===== src/cpu_pkg.sv =====
/*
 * Shared definitions of the stack and accumulator core.
 * Widths, vector types, opcodes and the accumulator source select.
 */
package cpu_pkg;

	// ------------------------------------------------------------------
	// Widths
	// ------------------------------------------------------------------
	localparam int OPCODE_W  = 7;
	localparam int OPERAND_W = 9;
	localparam int INSTR_W   = OPCODE_W + OPERAND_W;
	localparam int DATA_W    = 16;
	localparam int IADDR_W   = 9;
	localparam int DADDR_W   = 9;
	localparam int IO_ADDR_W = 2;

	// Stack depths in entries
	localparam int CALL_DEPTH = 8;
	localparam int DATA_DEPTH = 8;

	typedef logic [INSTR_W-1:0]   instr_t;
	typedef logic [DATA_W-1:0]    data_t;
	typedef logic [IADDR_W-1:0]   iaddr_t;
	typedef logic [DADDR_W-1:0]   daddr_t;
	typedef logic [IO_ADDR_W-1:0] io_addr_t;

	// ------------------------------------------------------------------
	// Opcodes
	// ------------------------------------------------------------------
	// Codes not listed here execute as NOP
	typedef enum logic [OPCODE_W-1:0] {
		NOP   = 7'd0,
		LOD   = 7'd1,
		SET   = 7'd2,
		PSH   = 7'd3,
		POP   = 7'd4,
		ADD   = 7'd5,
		AND   = 7'd6,
		XOR   = 7'd7,
		S_ADD = 7'd8,
		INN   = 7'd9,
		OUT   = 7'd10,
		JMP   = 7'd13,
		JIZ   = 7'd14,
		CAL   = 7'd15,
		RET   = 7'd16,
		HLT   = 7'd31
	} opcode_e;

	// Source of the next accumulator value
	typedef enum logic [2:0] {
		KEEP,
		MEM,
		STACK,
		IO,
		ADD_MEM,
		AND_MEM,
		XOR_MEM,
		ADD_STACK
	} alu_sel_e;

endpackage


===== src/alu.sv =====
/*
 * Integer ALU with the accumulator register.
 * Picks the operand, computes the next value and registers it.
 */
`timescale 1ns/1ps

module alu (
	input  logic              clk,
	input  logic              rst,
	input  cpu_pkg::alu_sel_e alu_sel,
	input  cpu_pkg::data_t    mem_data_rd,
	input  cpu_pkg::data_t    stack_top,
	input  cpu_pkg::data_t    io_in,
	output cpu_pkg::data_t    acc,
	output logic              acc_zero
);
	import cpu_pkg::*;

	data_t acc_next;

	// ------------------------------------------------------------------
	// Next accumulator value
	// ------------------------------------------------------------------
	always_comb begin
		case (alu_sel)
			KEEP:      acc_next = acc;
			MEM:       acc_next = mem_data_rd;
			STACK:     acc_next = stack_top;
			IO:        acc_next = io_in;
			// Sums wrap at the data width
			ADD_MEM:   acc_next = acc + mem_data_rd;
			AND_MEM:   acc_next = acc & mem_data_rd;
			XOR_MEM:   acc_next = acc ^ mem_data_rd;
			ADD_STACK: acc_next = acc + stack_top;
			default:   acc_next = acc;
		endcase
	end

	// ------------------------------------------------------------------
	// Accumulator
	// ------------------------------------------------------------------
	always_ff @(posedge clk or posedge rst) begin
		if (rst) begin
			acc <= '0;
		end else begin
			acc <= acc_next;
		end
	end

	// JIZ looks at the registered value
	assign acc_zero = (acc == '0);

endmodule


===== src/core.sv =====
/*
 * Stack and accumulator processor core, one instruction per cycle.
 * Instruction and data memories sit outside and are read combinationally.
 */
`timescale 1ns/1ps

module core (
	input  logic              clk,
	input  logic              rst,
	input  cpu_pkg::instr_t   instr,
	output cpu_pkg::iaddr_t   instr_addr,
	output cpu_pkg::daddr_t   mem_addr,
	output logic              mem_wr,
	input  cpu_pkg::data_t    mem_data_rd,
	output cpu_pkg::data_t    mem_data_wr,
	input  cpu_pkg::data_t    io_in,
	output logic              req_in,
	output cpu_pkg::io_addr_t addr_in,
	output logic              out_en,
	output cpu_pkg::io_addr_t addr_out,
	output cpu_pkg::data_t    out_data,
	output logic              halted
);
	import cpu_pkg::*;

	opcode_e                opcode;
	logic [OPERAND_W-1:0]   operand;
	alu_sel_e               alu_sel;
	logic                   push;
	logic                   pop;
	logic                   io_rd;
	logic                   io_wr;
	logic                   jump;
	logic                   jump_if_zero;
	logic                   call;
	logic                   ret;
	logic                   acc_zero;
	data_t                  acc;
	data_t                  stack_top;

	// ------------------------------------------------------------------
	// Fetch and decode
	// ------------------------------------------------------------------
	instr_fetch u_fetch (
		.clk          (clk),
		.rst          (rst),
		.instr        (instr),
		.jump         (jump),
		.jump_if_zero (jump_if_zero),
		.call         (call),
		.ret          (ret),
		.acc_zero     (acc_zero),
		.instr_addr   (instr_addr),
		.opcode       (opcode),
		.operand      (operand),
		.halted       (halted)
	);

	instr_dec u_dec (
		.rst          (rst),
		.halted       (halted),
		.opcode       (opcode),
		.alu_sel      (alu_sel),
		.mem_wr       (mem_wr),
		.push         (push),
		.pop          (pop),
		.io_rd        (io_rd),
		.io_wr        (io_wr),
		.jump         (jump),
		.jump_if_zero (jump_if_zero),
		.call         (call),
		.ret          (ret)
	);

	// ------------------------------------------------------------------
	// Datapath
	// ------------------------------------------------------------------
	lifo #(
		.WIDTH (DATA_W),
		.DEPTH (DATA_DEPTH)
	) data_stack (
		.clk  (clk),
		.rst  (rst),
		.push (push),
		.pop  (pop),
		.din  (acc),
		.top  (stack_top)
	);

	alu u_alu (
		.clk         (clk),
		.rst         (rst),
		.alu_sel     (alu_sel),
		.mem_data_rd (mem_data_rd),
		.stack_top   (stack_top),
		.io_in       (io_in),
		.acc         (acc),
		.acc_zero    (acc_zero)
	);

	// Direct addressing only
	assign mem_addr    = operand[DADDR_W-1:0];
	assign mem_data_wr = acc;

	io_ctrl u_io (
		.clk      (clk),
		.rst      (rst),
		.io_rd    (io_rd),
		.io_wr    (io_wr),
		.operand  (operand),
		.acc      (acc),
		.req_in   (req_in),
		.addr_in  (addr_in),
		.out_en   (out_en),
		.addr_out (addr_out),
		.out_data (out_data)
	);

endmodule


===== src/instr_dec.sv =====
/*
 * Combinational instruction decoder.
 * Turns the opcode into ALU, memory, stack, I/O and branch controls.
 */
`timescale 1ns/1ps

module instr_dec (
	input  logic              rst,
	input  logic              halted,
	input  cpu_pkg::opcode_e  opcode,
	output cpu_pkg::alu_sel_e alu_sel,
	output logic              mem_wr,
	output logic              push,
	output logic              pop,
	output logic              io_rd,
	output logic              io_wr,
	output logic              jump,
	output logic              jump_if_zero,
	output logic              call,
	output logic              ret
);
	import cpu_pkg::*;

	always_comb begin
		alu_sel      = KEEP;
		mem_wr       = 1'b0;
		push         = 1'b0;
		pop          = 1'b0;
		io_rd        = 1'b0;
		io_wr        = 1'b0;
		jump         = 1'b0;
		jump_if_zero = 1'b0;
		call         = 1'b0;
		ret          = 1'b0;

		// Nothing leaves the decoder in reset or after HLT
		if (!rst && !halted) begin
			case (opcode)
				LOD:     alu_sel = MEM;
				SET:     mem_wr  = 1'b1;
				PSH:     push    = 1'b1;
				POP: begin
					pop     = 1'b1;
					alu_sel = STACK;
				end
				ADD:     alu_sel = ADD_MEM;
				AND:     alu_sel = AND_MEM;
				XOR:     alu_sel = XOR_MEM;
				// Operand is the stack top, removed in the same cycle
				S_ADD: begin
					pop     = 1'b1;
					alu_sel = ADD_STACK;
				end
				INN: begin
					io_rd   = 1'b1;
					alu_sel = IO;
				end
				OUT:     io_wr        = 1'b1;
				JMP:     jump         = 1'b1;
				JIZ:     jump_if_zero = 1'b1;
				CAL:     call         = 1'b1;
				RET:     ret          = 1'b1;
				default: alu_sel      = KEEP;
			endcase
		end
	end

endmodule


===== src/instr_fetch.sv =====
/*
 * Instruction fetch: program counter, next address selection,
 * call stack and the sticky halt state.
 */
`timescale 1ns/1ps

module instr_fetch (
	input  logic                          clk,
	input  logic                          rst,
	input  cpu_pkg::instr_t               instr,
	input  logic                          jump,
	input  logic                          jump_if_zero,
	input  logic                          call,
	input  logic                          ret,
	input  logic                          acc_zero,
	output cpu_pkg::iaddr_t               instr_addr,
	output cpu_pkg::opcode_e              opcode,
	output logic [cpu_pkg::OPERAND_W-1:0] operand,
	output logic                          halted
);
	import cpu_pkg::*;

	iaddr_t pc;
	iaddr_t pc_inc;
	iaddr_t pc_next;
	iaddr_t ret_addr;
	logic   take_target;

	// Opcode in the upper bits, operand in the lower bits
	assign opcode  = opcode_e'(instr[INSTR_W-1 -: OPCODE_W]);
	assign operand = instr[OPERAND_W-1:0];

	assign instr_addr  = pc;
	assign pc_inc      = pc + IADDR_W'(1);
	assign take_target = jump | call | (jump_if_zero & acc_zero);

	// ------------------------------------------------------------------
	// Next address
	// ------------------------------------------------------------------
	// HLT parks the PC on itself, so the address stays on the HLT word
	always_comb begin
		if (halted || opcode == HLT) begin
			pc_next = pc;
		end else if (ret) begin
			pc_next = ret_addr;
		end else if (take_target) begin
			pc_next = operand[IADDR_W-1:0];
		end else begin
			pc_next = pc_inc;
		end
	end

	always_ff @(posedge clk or posedge rst) begin
		if (rst) begin
			pc     <= '0;
			halted <= 1'b0;
		end else begin
			pc <= pc_next;
			if (opcode == HLT) begin
				halted <= 1'b1;
			end
		end
	end

	// CAL saves the address after the call on this stack
	lifo #(
		.WIDTH (IADDR_W),
		.DEPTH (CALL_DEPTH)
	) call_stack (
		.clk  (clk),
		.rst  (rst),
		.push (call),
		.pop  (ret),
		.din  (pc_inc),
		.top  (ret_addr)
	);

	a_halt_freezes_pc : assert property (@(posedge clk) disable iff (rst)
		halted |=> $stable(pc));

endmodule


===== src/io_ctrl.sv =====
/*
 * I/O port control: input request during the INN cycle and a
 * registered output strobe with port address and data after OUT.
 */
`timescale 1ns/1ps

module io_ctrl (
	input  logic                          clk,
	input  logic                          rst,
	input  logic                          io_rd,
	input  logic                          io_wr,
	input  logic [cpu_pkg::OPERAND_W-1:0] operand,
	input  cpu_pkg::data_t                acc,
	output logic                          req_in,
	output cpu_pkg::io_addr_t             addr_in,
	output logic                          out_en,
	output cpu_pkg::io_addr_t             addr_out,
	output cpu_pkg::data_t                out_data
);
	import cpu_pkg::*;

	// Input side is combinational, sampled by the ALU in the same cycle
	assign req_in  = io_rd;
	assign addr_in = operand[IO_ADDR_W-1:0];

	// Strobe lasts one cycle per OUT
	always_ff @(posedge clk or posedge rst) begin
		if (rst) begin
			out_en <= 1'b0;
		end else begin
			out_en <= io_wr;
		end
	end

	always_ff @(posedge clk) begin
		if (io_wr) begin
			addr_out <= operand[IO_ADDR_W-1:0];
			out_data <= acc;
		end
	end

endmodule


===== src/lifo.sv =====
/*
 * Last-in-first-out stack with a combinational top.
 * Used both as the call stack and as the data stack.
 */
`timescale 1ns/1ps

module lifo #(
	parameter int WIDTH = 16,
	parameter int DEPTH = 8
) (
	input  logic             clk,
	input  logic             rst,
	input  logic             push,
	input  logic             pop,
	input  logic [WIDTH-1:0] din,
	output logic [WIDTH-1:0] top
);
	localparam int IDX_W = $clog2(DEPTH);
	// One extra bit so a full stack can be told from an empty one
	localparam int PTR_W = $clog2(DEPTH + 1);

	logic [WIDTH-1:0] mem [DEPTH];
	logic [PTR_W-1:0] ptr;
	logic [PTR_W-1:0] ptr_dec;

	assign ptr_dec = ptr - PTR_W'(1);

	// Pointer always marks the next free slot
	always_ff @(posedge clk or posedge rst) begin
		if (rst) begin
			ptr <= '0;
		end else if (push) begin
			ptr <= ptr + PTR_W'(1);
		end else if (pop) begin
			ptr <= ptr_dec;
		end
	end

	always_ff @(posedge clk) begin
		if (push) begin
			mem[ptr[IDX_W-1:0]] <= din;
		end
	end

	assign top = mem[ptr_dec[IDX_W-1:0]];

	a_no_overflow : assert property (@(posedge clk) disable iff (rst)
		push |-> ptr != PTR_W'(DEPTH));
	a_no_underflow : assert property (@(posedge clk) disable iff (rst)
		pop |-> ptr != '0);
	a_no_push_pop : assert property (@(posedge clk) disable iff (rst)
		!(push && pop));

endmodule


===== config.mk =====
export PLATFORM = sky130hd
export DESIGN_NAME = core
export DESIGN_NICKNAME = d
export VERILOG_FILES = /design/src/cpu_pkg.sv /design/src/alu.sv /design/src/core.sv /design/src/instr_dec.sv /design/src/instr_fetch.sv /design/src/io_ctrl.sv /design/src/lifo.sv
export SDC_FILE = /design/constraint.sdc
export NUM_CORES = 1
export LEC_CHECK = 0
export ABC_AREA = 1
export BUFFER_PORTS_ARGS = -buffer_cell sky130_fd_sc_hd__buf_4
export CAP_MARGIN = 5
export CORE_MARGIN = 2
export CORE_UTILIZATION = 65
export CTS_CLUSTER_SIZE = 12
export DETAILED_ROUTE_END_ITERATION = 12
export PLACE_DENSITY_LB_ADDON = 0.05
export SYNTH_ARGS = -nofsm -noshare
export SYNTH_HDL_FRONTEND = slang
export SYNTH_SLANG_ARGS = --single-unit

===== constraint.sdc =====
create_clock -name clk -period 11.8 [get_ports clk]
set_input_delay 2.95 -clock clk [delete_from_list [all_inputs] [get_ports clk]]
set_output_delay 2.95 -clock clk [all_outputs]
set_load 0.01 [all_outputs]

# == Word-level counts from Yosys, hierarchy flattened ==
# Memories as Yosys holds them, arrays and structs flattened.
# Index checks and enable logic that the tools add are counted.
# totals
regBits,53
mem_bits_rw,200
in_bits,50
output_inout_bits,58
word_cells,84
n_memories,2
# classes
n_addsub,7
eq_ne,22
n_mux,31
n_bitwise,5
reduce_logical,9
# memory_table
name,words,width,rd,rd_ports_with_merged_regs,wr,line_no,source
data_stack.mem,8,16,1,0,1,lifo.sv:22,logic [WIDTH-1:0] mem [DEPTH];
u_fetch.call_stack.mem,8,9,1,0,1,lifo.sv:22,
# ops
op,n
$pmux 16 s7,1
$eq 7x4->1 const B,6
$add 16x16->16,2
$eq 7x3->1 const B,4
$mux 1,22
$pmux 3 s7,1
$mux 9,2
$and 16x16->16,1
$logic_not 16->1,1
$mux 4,4
$xor 16x16->16,1
$eq 7x2->1 const B,2
$eq 7x5->1 const B,2
$eq 3x3->1 const B,4
$add 9x1->9 const B,1
$add 4x1->4 const B,2
$sub 4x1->4 const B,2
$eq 7x1->1 const B,1
$eq 3x2->1 const B,2
$reduce_bool 2->1,2
$eq 3x1->1 const B,1
$logic_not 3->1,1
$mux 3,1
$logic_not 1->1,2
5 further kinds,6

# == Longest topological paths before layout ==
# logic_depth
word_depth,7
depth_mapped,26
depth_no_buf,25

# == Modules after synthesis ==
# From an unflattened synthesis, not the netlist that was laid out.
# hier_totals
cells_unflattened,1639
hier_area_um2,13665.6
# modules_own_cells
module,n_inst,cells_each,area_each_um2,seq_area_each_um2
lifo (data_stack),1,590,5788.1,3918.8
lifo (u_fetch.call_stack),1,348,3393.3,2237.1
alu,1,469,2711.4,400.4
instr_fetch,1,152,932.1,250.2
io_ctrl,1,23,591.8,565.5
instr_dec,1,57,249.0,0.0

# == Worst setup path before layout ==
# Ideal clock, no wire load.
# synth_timing
path_kind,input-to-output
start,input port instr[14]
end,output port req_in
t_arrival_ns,3.869
required_time_ns,8.850
path_slack_ns,4.981
stages,8
path_buffers,1
cell_sequence,inv_1 > nand2_2 > nor2_4 > nand2_2 > inv_2 > nand2_1 > inv_1 > buf_2
# synth_via
elab_chain_len,3
# synth_rtl
item,line_no,source
from (decl),core.sv:10,"input cpu_pkg::instr_t instr,"
$eq 7x4->1,instr_dec.sv:38,case (opcode)
$mux 1,instr_dec.sv:38,
$mux 1,instr_dec.sv:37,if (!rst && !halted) begin
to (decl),core.sv:17,"output logic req_in,"
# No other way between the ends.

# == Worst setup path after layout ==
# Same ends and word-level chain as after synthesis.

==> impl_metrics.csv <==
group,metric,value,unit
synthesis,ys_async_sr_fraction,13.1,%
sta,period_needed,7.46,ns
sta,period_share,63.2,%
worst_setup_path,r2r-start,"data_stack.ptr[0]",
status,status,"completed",
drt,vias,9388,
worst_setup_path,cpLargestDelayFamily,"buffers and inverters",
placement,portBuffers,107,
clock_tree,cts_hold_buffers,0,
clock_tree,clk_latency,0.53,ns
drt,drc_errors,0,
worst_setup_path,reg2reg_to,"u_alu.acc[10]",
pwr,p_sw,0.000371,W
grt,grt_max_degree,68,
drt,totalWireLength,30500,um
clock_tree,clockRootBuffer,"clkbuf_16",
synthesis,avgSynthCellArea,10.3,sq um
synthesis,ys_seq_area_share,60.4,%
grt,antenna_found_initial,0,
clock_tree,cts_sinks,251,
layout,final_cells,1529,
synthesis,synth-edff-count,218,
sta,grt_setup_unrepaired,"no",
synthesis,yosys_warnings,0,
placement,post-dp-hpwl,19700,um
pwr,combPwrFrac,3.9,%
layout,diodes,0,
grt,track_usage,30.6,%
sta,setup_viol,0,
pwr,swShare,20.3,%
worst_setup_path,critical_path_buf_inv_count,5,
grt,grt_pass1_vias,8687,
clock_tree,cts_max_level,1,
synthesis,synthCells,1183,
pwr,intPower,0.00145,W
drt,dr.first_iter.drc_count,896,
grt,overflow,0,
worst_setup_path,startpoint_type,"input pin",
clock_tree,cts_buffer_depth,3,
synthesis,ys_ff_latch,251,
floorplan,core,18600,sq um
synthesis,synth_fp_nets,1273,
floorplan,row_count,50,
sta,whs,0.580,ns
sta,tns,0,ns
clock_tree,tritoncts,"built",
sta,maxSlewViolCount,0,
worst_setup_path,crit_fanout,15,
floorplan,die_h,141,um
layout,area_delta_synth_final,15.0,%
drt,post_drt_wl_per_cell,20.0,um
worst_setup_path,cp.depth,9,
floorplan,io_pins,108,
synthesis,synth_flop_cell,"edfxtp_1",
worst_setup_path,rr_worst_depth,21,
placement,globalplace.congestion,0.928,
clock_tree,cts_setup_buffers,0,
synthesis,synthDistinctLibCells,51,
grt,grt_pass1_wl,46600,um
synthesis,synth_top_area_share,53.6,%
synthesis,synthesis.area,12200,sq um
synthesis,synth.most_common_cell,"nand2_1",
worst_setup_path,critical_path.startpoint,"instr[14]",
clock_tree,ctsResizeCount,0,
floorplan,die_area,19900,sq um
sta,finClkSkew,0.0163,ns
sta,max_slew_margin,28.8,%
worst_setup_path,critical_path.endpoint,"req_in",
pwr,p_seq_share,52.9,%
layout,layout.nets,1365,
sta,hold_viol,0,
sta,worst_pin_slew,1.06,ns
worst_setup_path,crit_slowest_cell,"inv_1",
worst_setup_path,path_cells,"buf_4 > inv_1 > nand2_2 > nor2_4 > nand2_2 > inv_2 > nand2_1 > inv_1 > buf_4",
placement,dp_cells,1481,
worst_hold_path,hp-class,"flip-flop to flip-flop",
floorplan,die_w,141,um
synthesis,ys_top_cells_by_count,"nand2_1, edfxtp_1, nor2_1, nand3_1, o21ai_0",
clock_tree,cts_buffers,26,
layout,final_core_util,75.6,%
worst_setup_path,path_class,"input pin to primary output",
pwr,p_per_area,130,nW/um^2
sta,fmax,134,MHz
worst_setup_path,arrival,4.51,ns
pwr,max-vdd-ir-drop,0.000119,V
worst_setup_path,reg2reg_slack,6.90,ns
worst_setup_path,required,8.85,ns
drt,firstDrtPassIters,5,
drt,vias_per_cell,6.14,
worst_setup_path,crit_path_end_kind,"primary output",
job,cap_viol_max_count,0,
pwr,pwr-share-clk,43.2,%
pwr,power_leakage,5.81,nW
floorplan,start_util,65.7,%
clock_tree,cts.clk_slew.worst_paths,0.06,ns
synthesis,synth_area_leader_cell,"edfxtp_1",
drt,drtAntennaViolNets,0,
worst_setup_path,slowest_delay,0.47,ns
layout,drive_gt1_share,16.4,%
synthesis,synth_area_leaders,"edfxtp_1, nand2_1, dfrtp_1",
## final cells by class
| class | instances | area (sq um) |
|---|---|---|
| clock buffers | 45 | 773 |
| clock inverters | 3 | 43.8 |
| fillers | 1248 | 4540 |
| inverters | 67 | 251 |
| multi-input cells | 801 | 4340 |
| flip-flops and latches | 251 | 7370 |
| well taps | 234 | 293 |
| repair buffers | 128 | 961 |
## logic make-up (layout without fill, tap and decap cells)
group	Yosys count	in the layout	share of synthesized area (%)
AOI/OAI and AO/OA	222	222	11.4
xor gates and xnor gates	16	16	1.30
adders and majority gates	40	40	4.16
buffers and inverters	131	243	4.66
DFF	251	251	60.4
and+or+nand+nor	523	523	18.1
## state kept, by name, indices dropped and copies added (netlist names), 2 cells and up
| signal | count |
|---|---|
| u_fetch.instr_addr | 9 |
| u_fetch.call_stack.mem | 72 |
| data_stack.mem | 128 |
| u_io.out_data | 16 |
| data_stack.ptr | 3 |
| u_fetch.call_stack.ptr | 3 |
| u_io.addr_out | 2 |
| u_alu.acc | 16 |
## cell usage in the layout (no fill, tap or decap), types with 3 or more instances in the layout
master,synthesis,final
nor2_4,3,3
o21ai_1,7,7
a32o_1,4,4
clkbuf_1,32,15
ha_1,39,39
nand3_1,67,67
a31oi_1,10,10
inv_2,13,14
xor2_1,12,12
a21oi_1,57,57
nor3_1,25,9
nand4_1,9,9
a32oi_1,11,11
buf_4,12,128
inv_1,52,51
nand2_1,285,285
clkbuf_16,0,27
nor3_2,1,17
a211oi_1,6,6
nand2_2,6,6
clkbuf_8,0,3
o21ai_0,67,67
nand3b_1,4,4
o221ai_1,19,19
edfxtp_1,218,218
xnor2_1,3,3
o211ai_1,10,10
a22oi_1,11,11
dfrtp_1,33,32
o22ai_1,4,4
nor2_1,113,113
a22o_1,7,7
## power groups by stage
stage / clock, W / combinational (W) / sequential (W)
after floorplan: 0 / 0.0000395 / 0.000979
after global placement: 0 / 0.0000688 / 0.000981
after detailed placement: 0 / 0.0000702 / 0.000981
after CTS: 0.000791 / 0.0000706 / 0.000963
after global routing: 0.000824 / 0.0000788 / 0.000963
final: 0.000788 / 0.0000711 / 0.000963
## metal layers
metal	track usage [%]	vias to the layer above	part of all wire, %
met3	6.59	59	11
met1	45.7	4465	42
li1	-	4373	-
met2	46.3	491	45
met4	8.79	0	2.1
met5	0	-	0
## how the worst min path moves through the flow
stage	startpoint	endpoint	slack, ns	depth (start not counted)
floorplan	data_stack.ptr[1]	data_stack.ptr[1]	0.56	2
global placement	u_fetch.instr_addr[8]	u_fetch.instr_addr[8]	0.56	2
detailed placement	u_fetch.halted	u_fetch.halted	0.57	2
CTS	u_fetch.instr_addr[8]	u_fetch.instr_addr[8]	0.58	2
global route	u_fetch.halted	u_fetch.halted	0.60	2
finish	u_fetch.instr_addr[8]	u_fetch.instr_addr[8]	0.58	2
## worst reg2reg max path: stages, from the launching register on
cell	delay (ns)
dfrtp_2	0.33
buf_4	0.57
inv_2	0.08
ha_1	0.46
inv_1	0.30
buf_4	0.53
a32oi_1	0.22
a22oi_1	0.44
o21ai_0	0.22
ha_1	0.38
a21oi_1	0.07
nand2_1	0.11
inv_1	0.07
o21a_1	0.20
o21ai_0	0.27
nand3_1	0.14
nand2_1	0.08
nand2_1	0.05
nand3_1	0.06
nand3_1	0.07
nand2_1	0.09
nand2_1	0.04
## per-stage QoR
stage | power [W] | area [sq um] | worst slack (ns)
after floorplan | 0.00102 | 12200 | 4.98
after global placement | 0.00105 | 13200 | 4.43
after detailed placement | 0.00105 | 13200 | 4.38
after CTS | 0.00182 | 14000 | 4.38
after global routing | 0.00187 | 14000 | 4.21
final | 0.00182 | 14000 | 4.34
(Power assumes the default switching activity.)
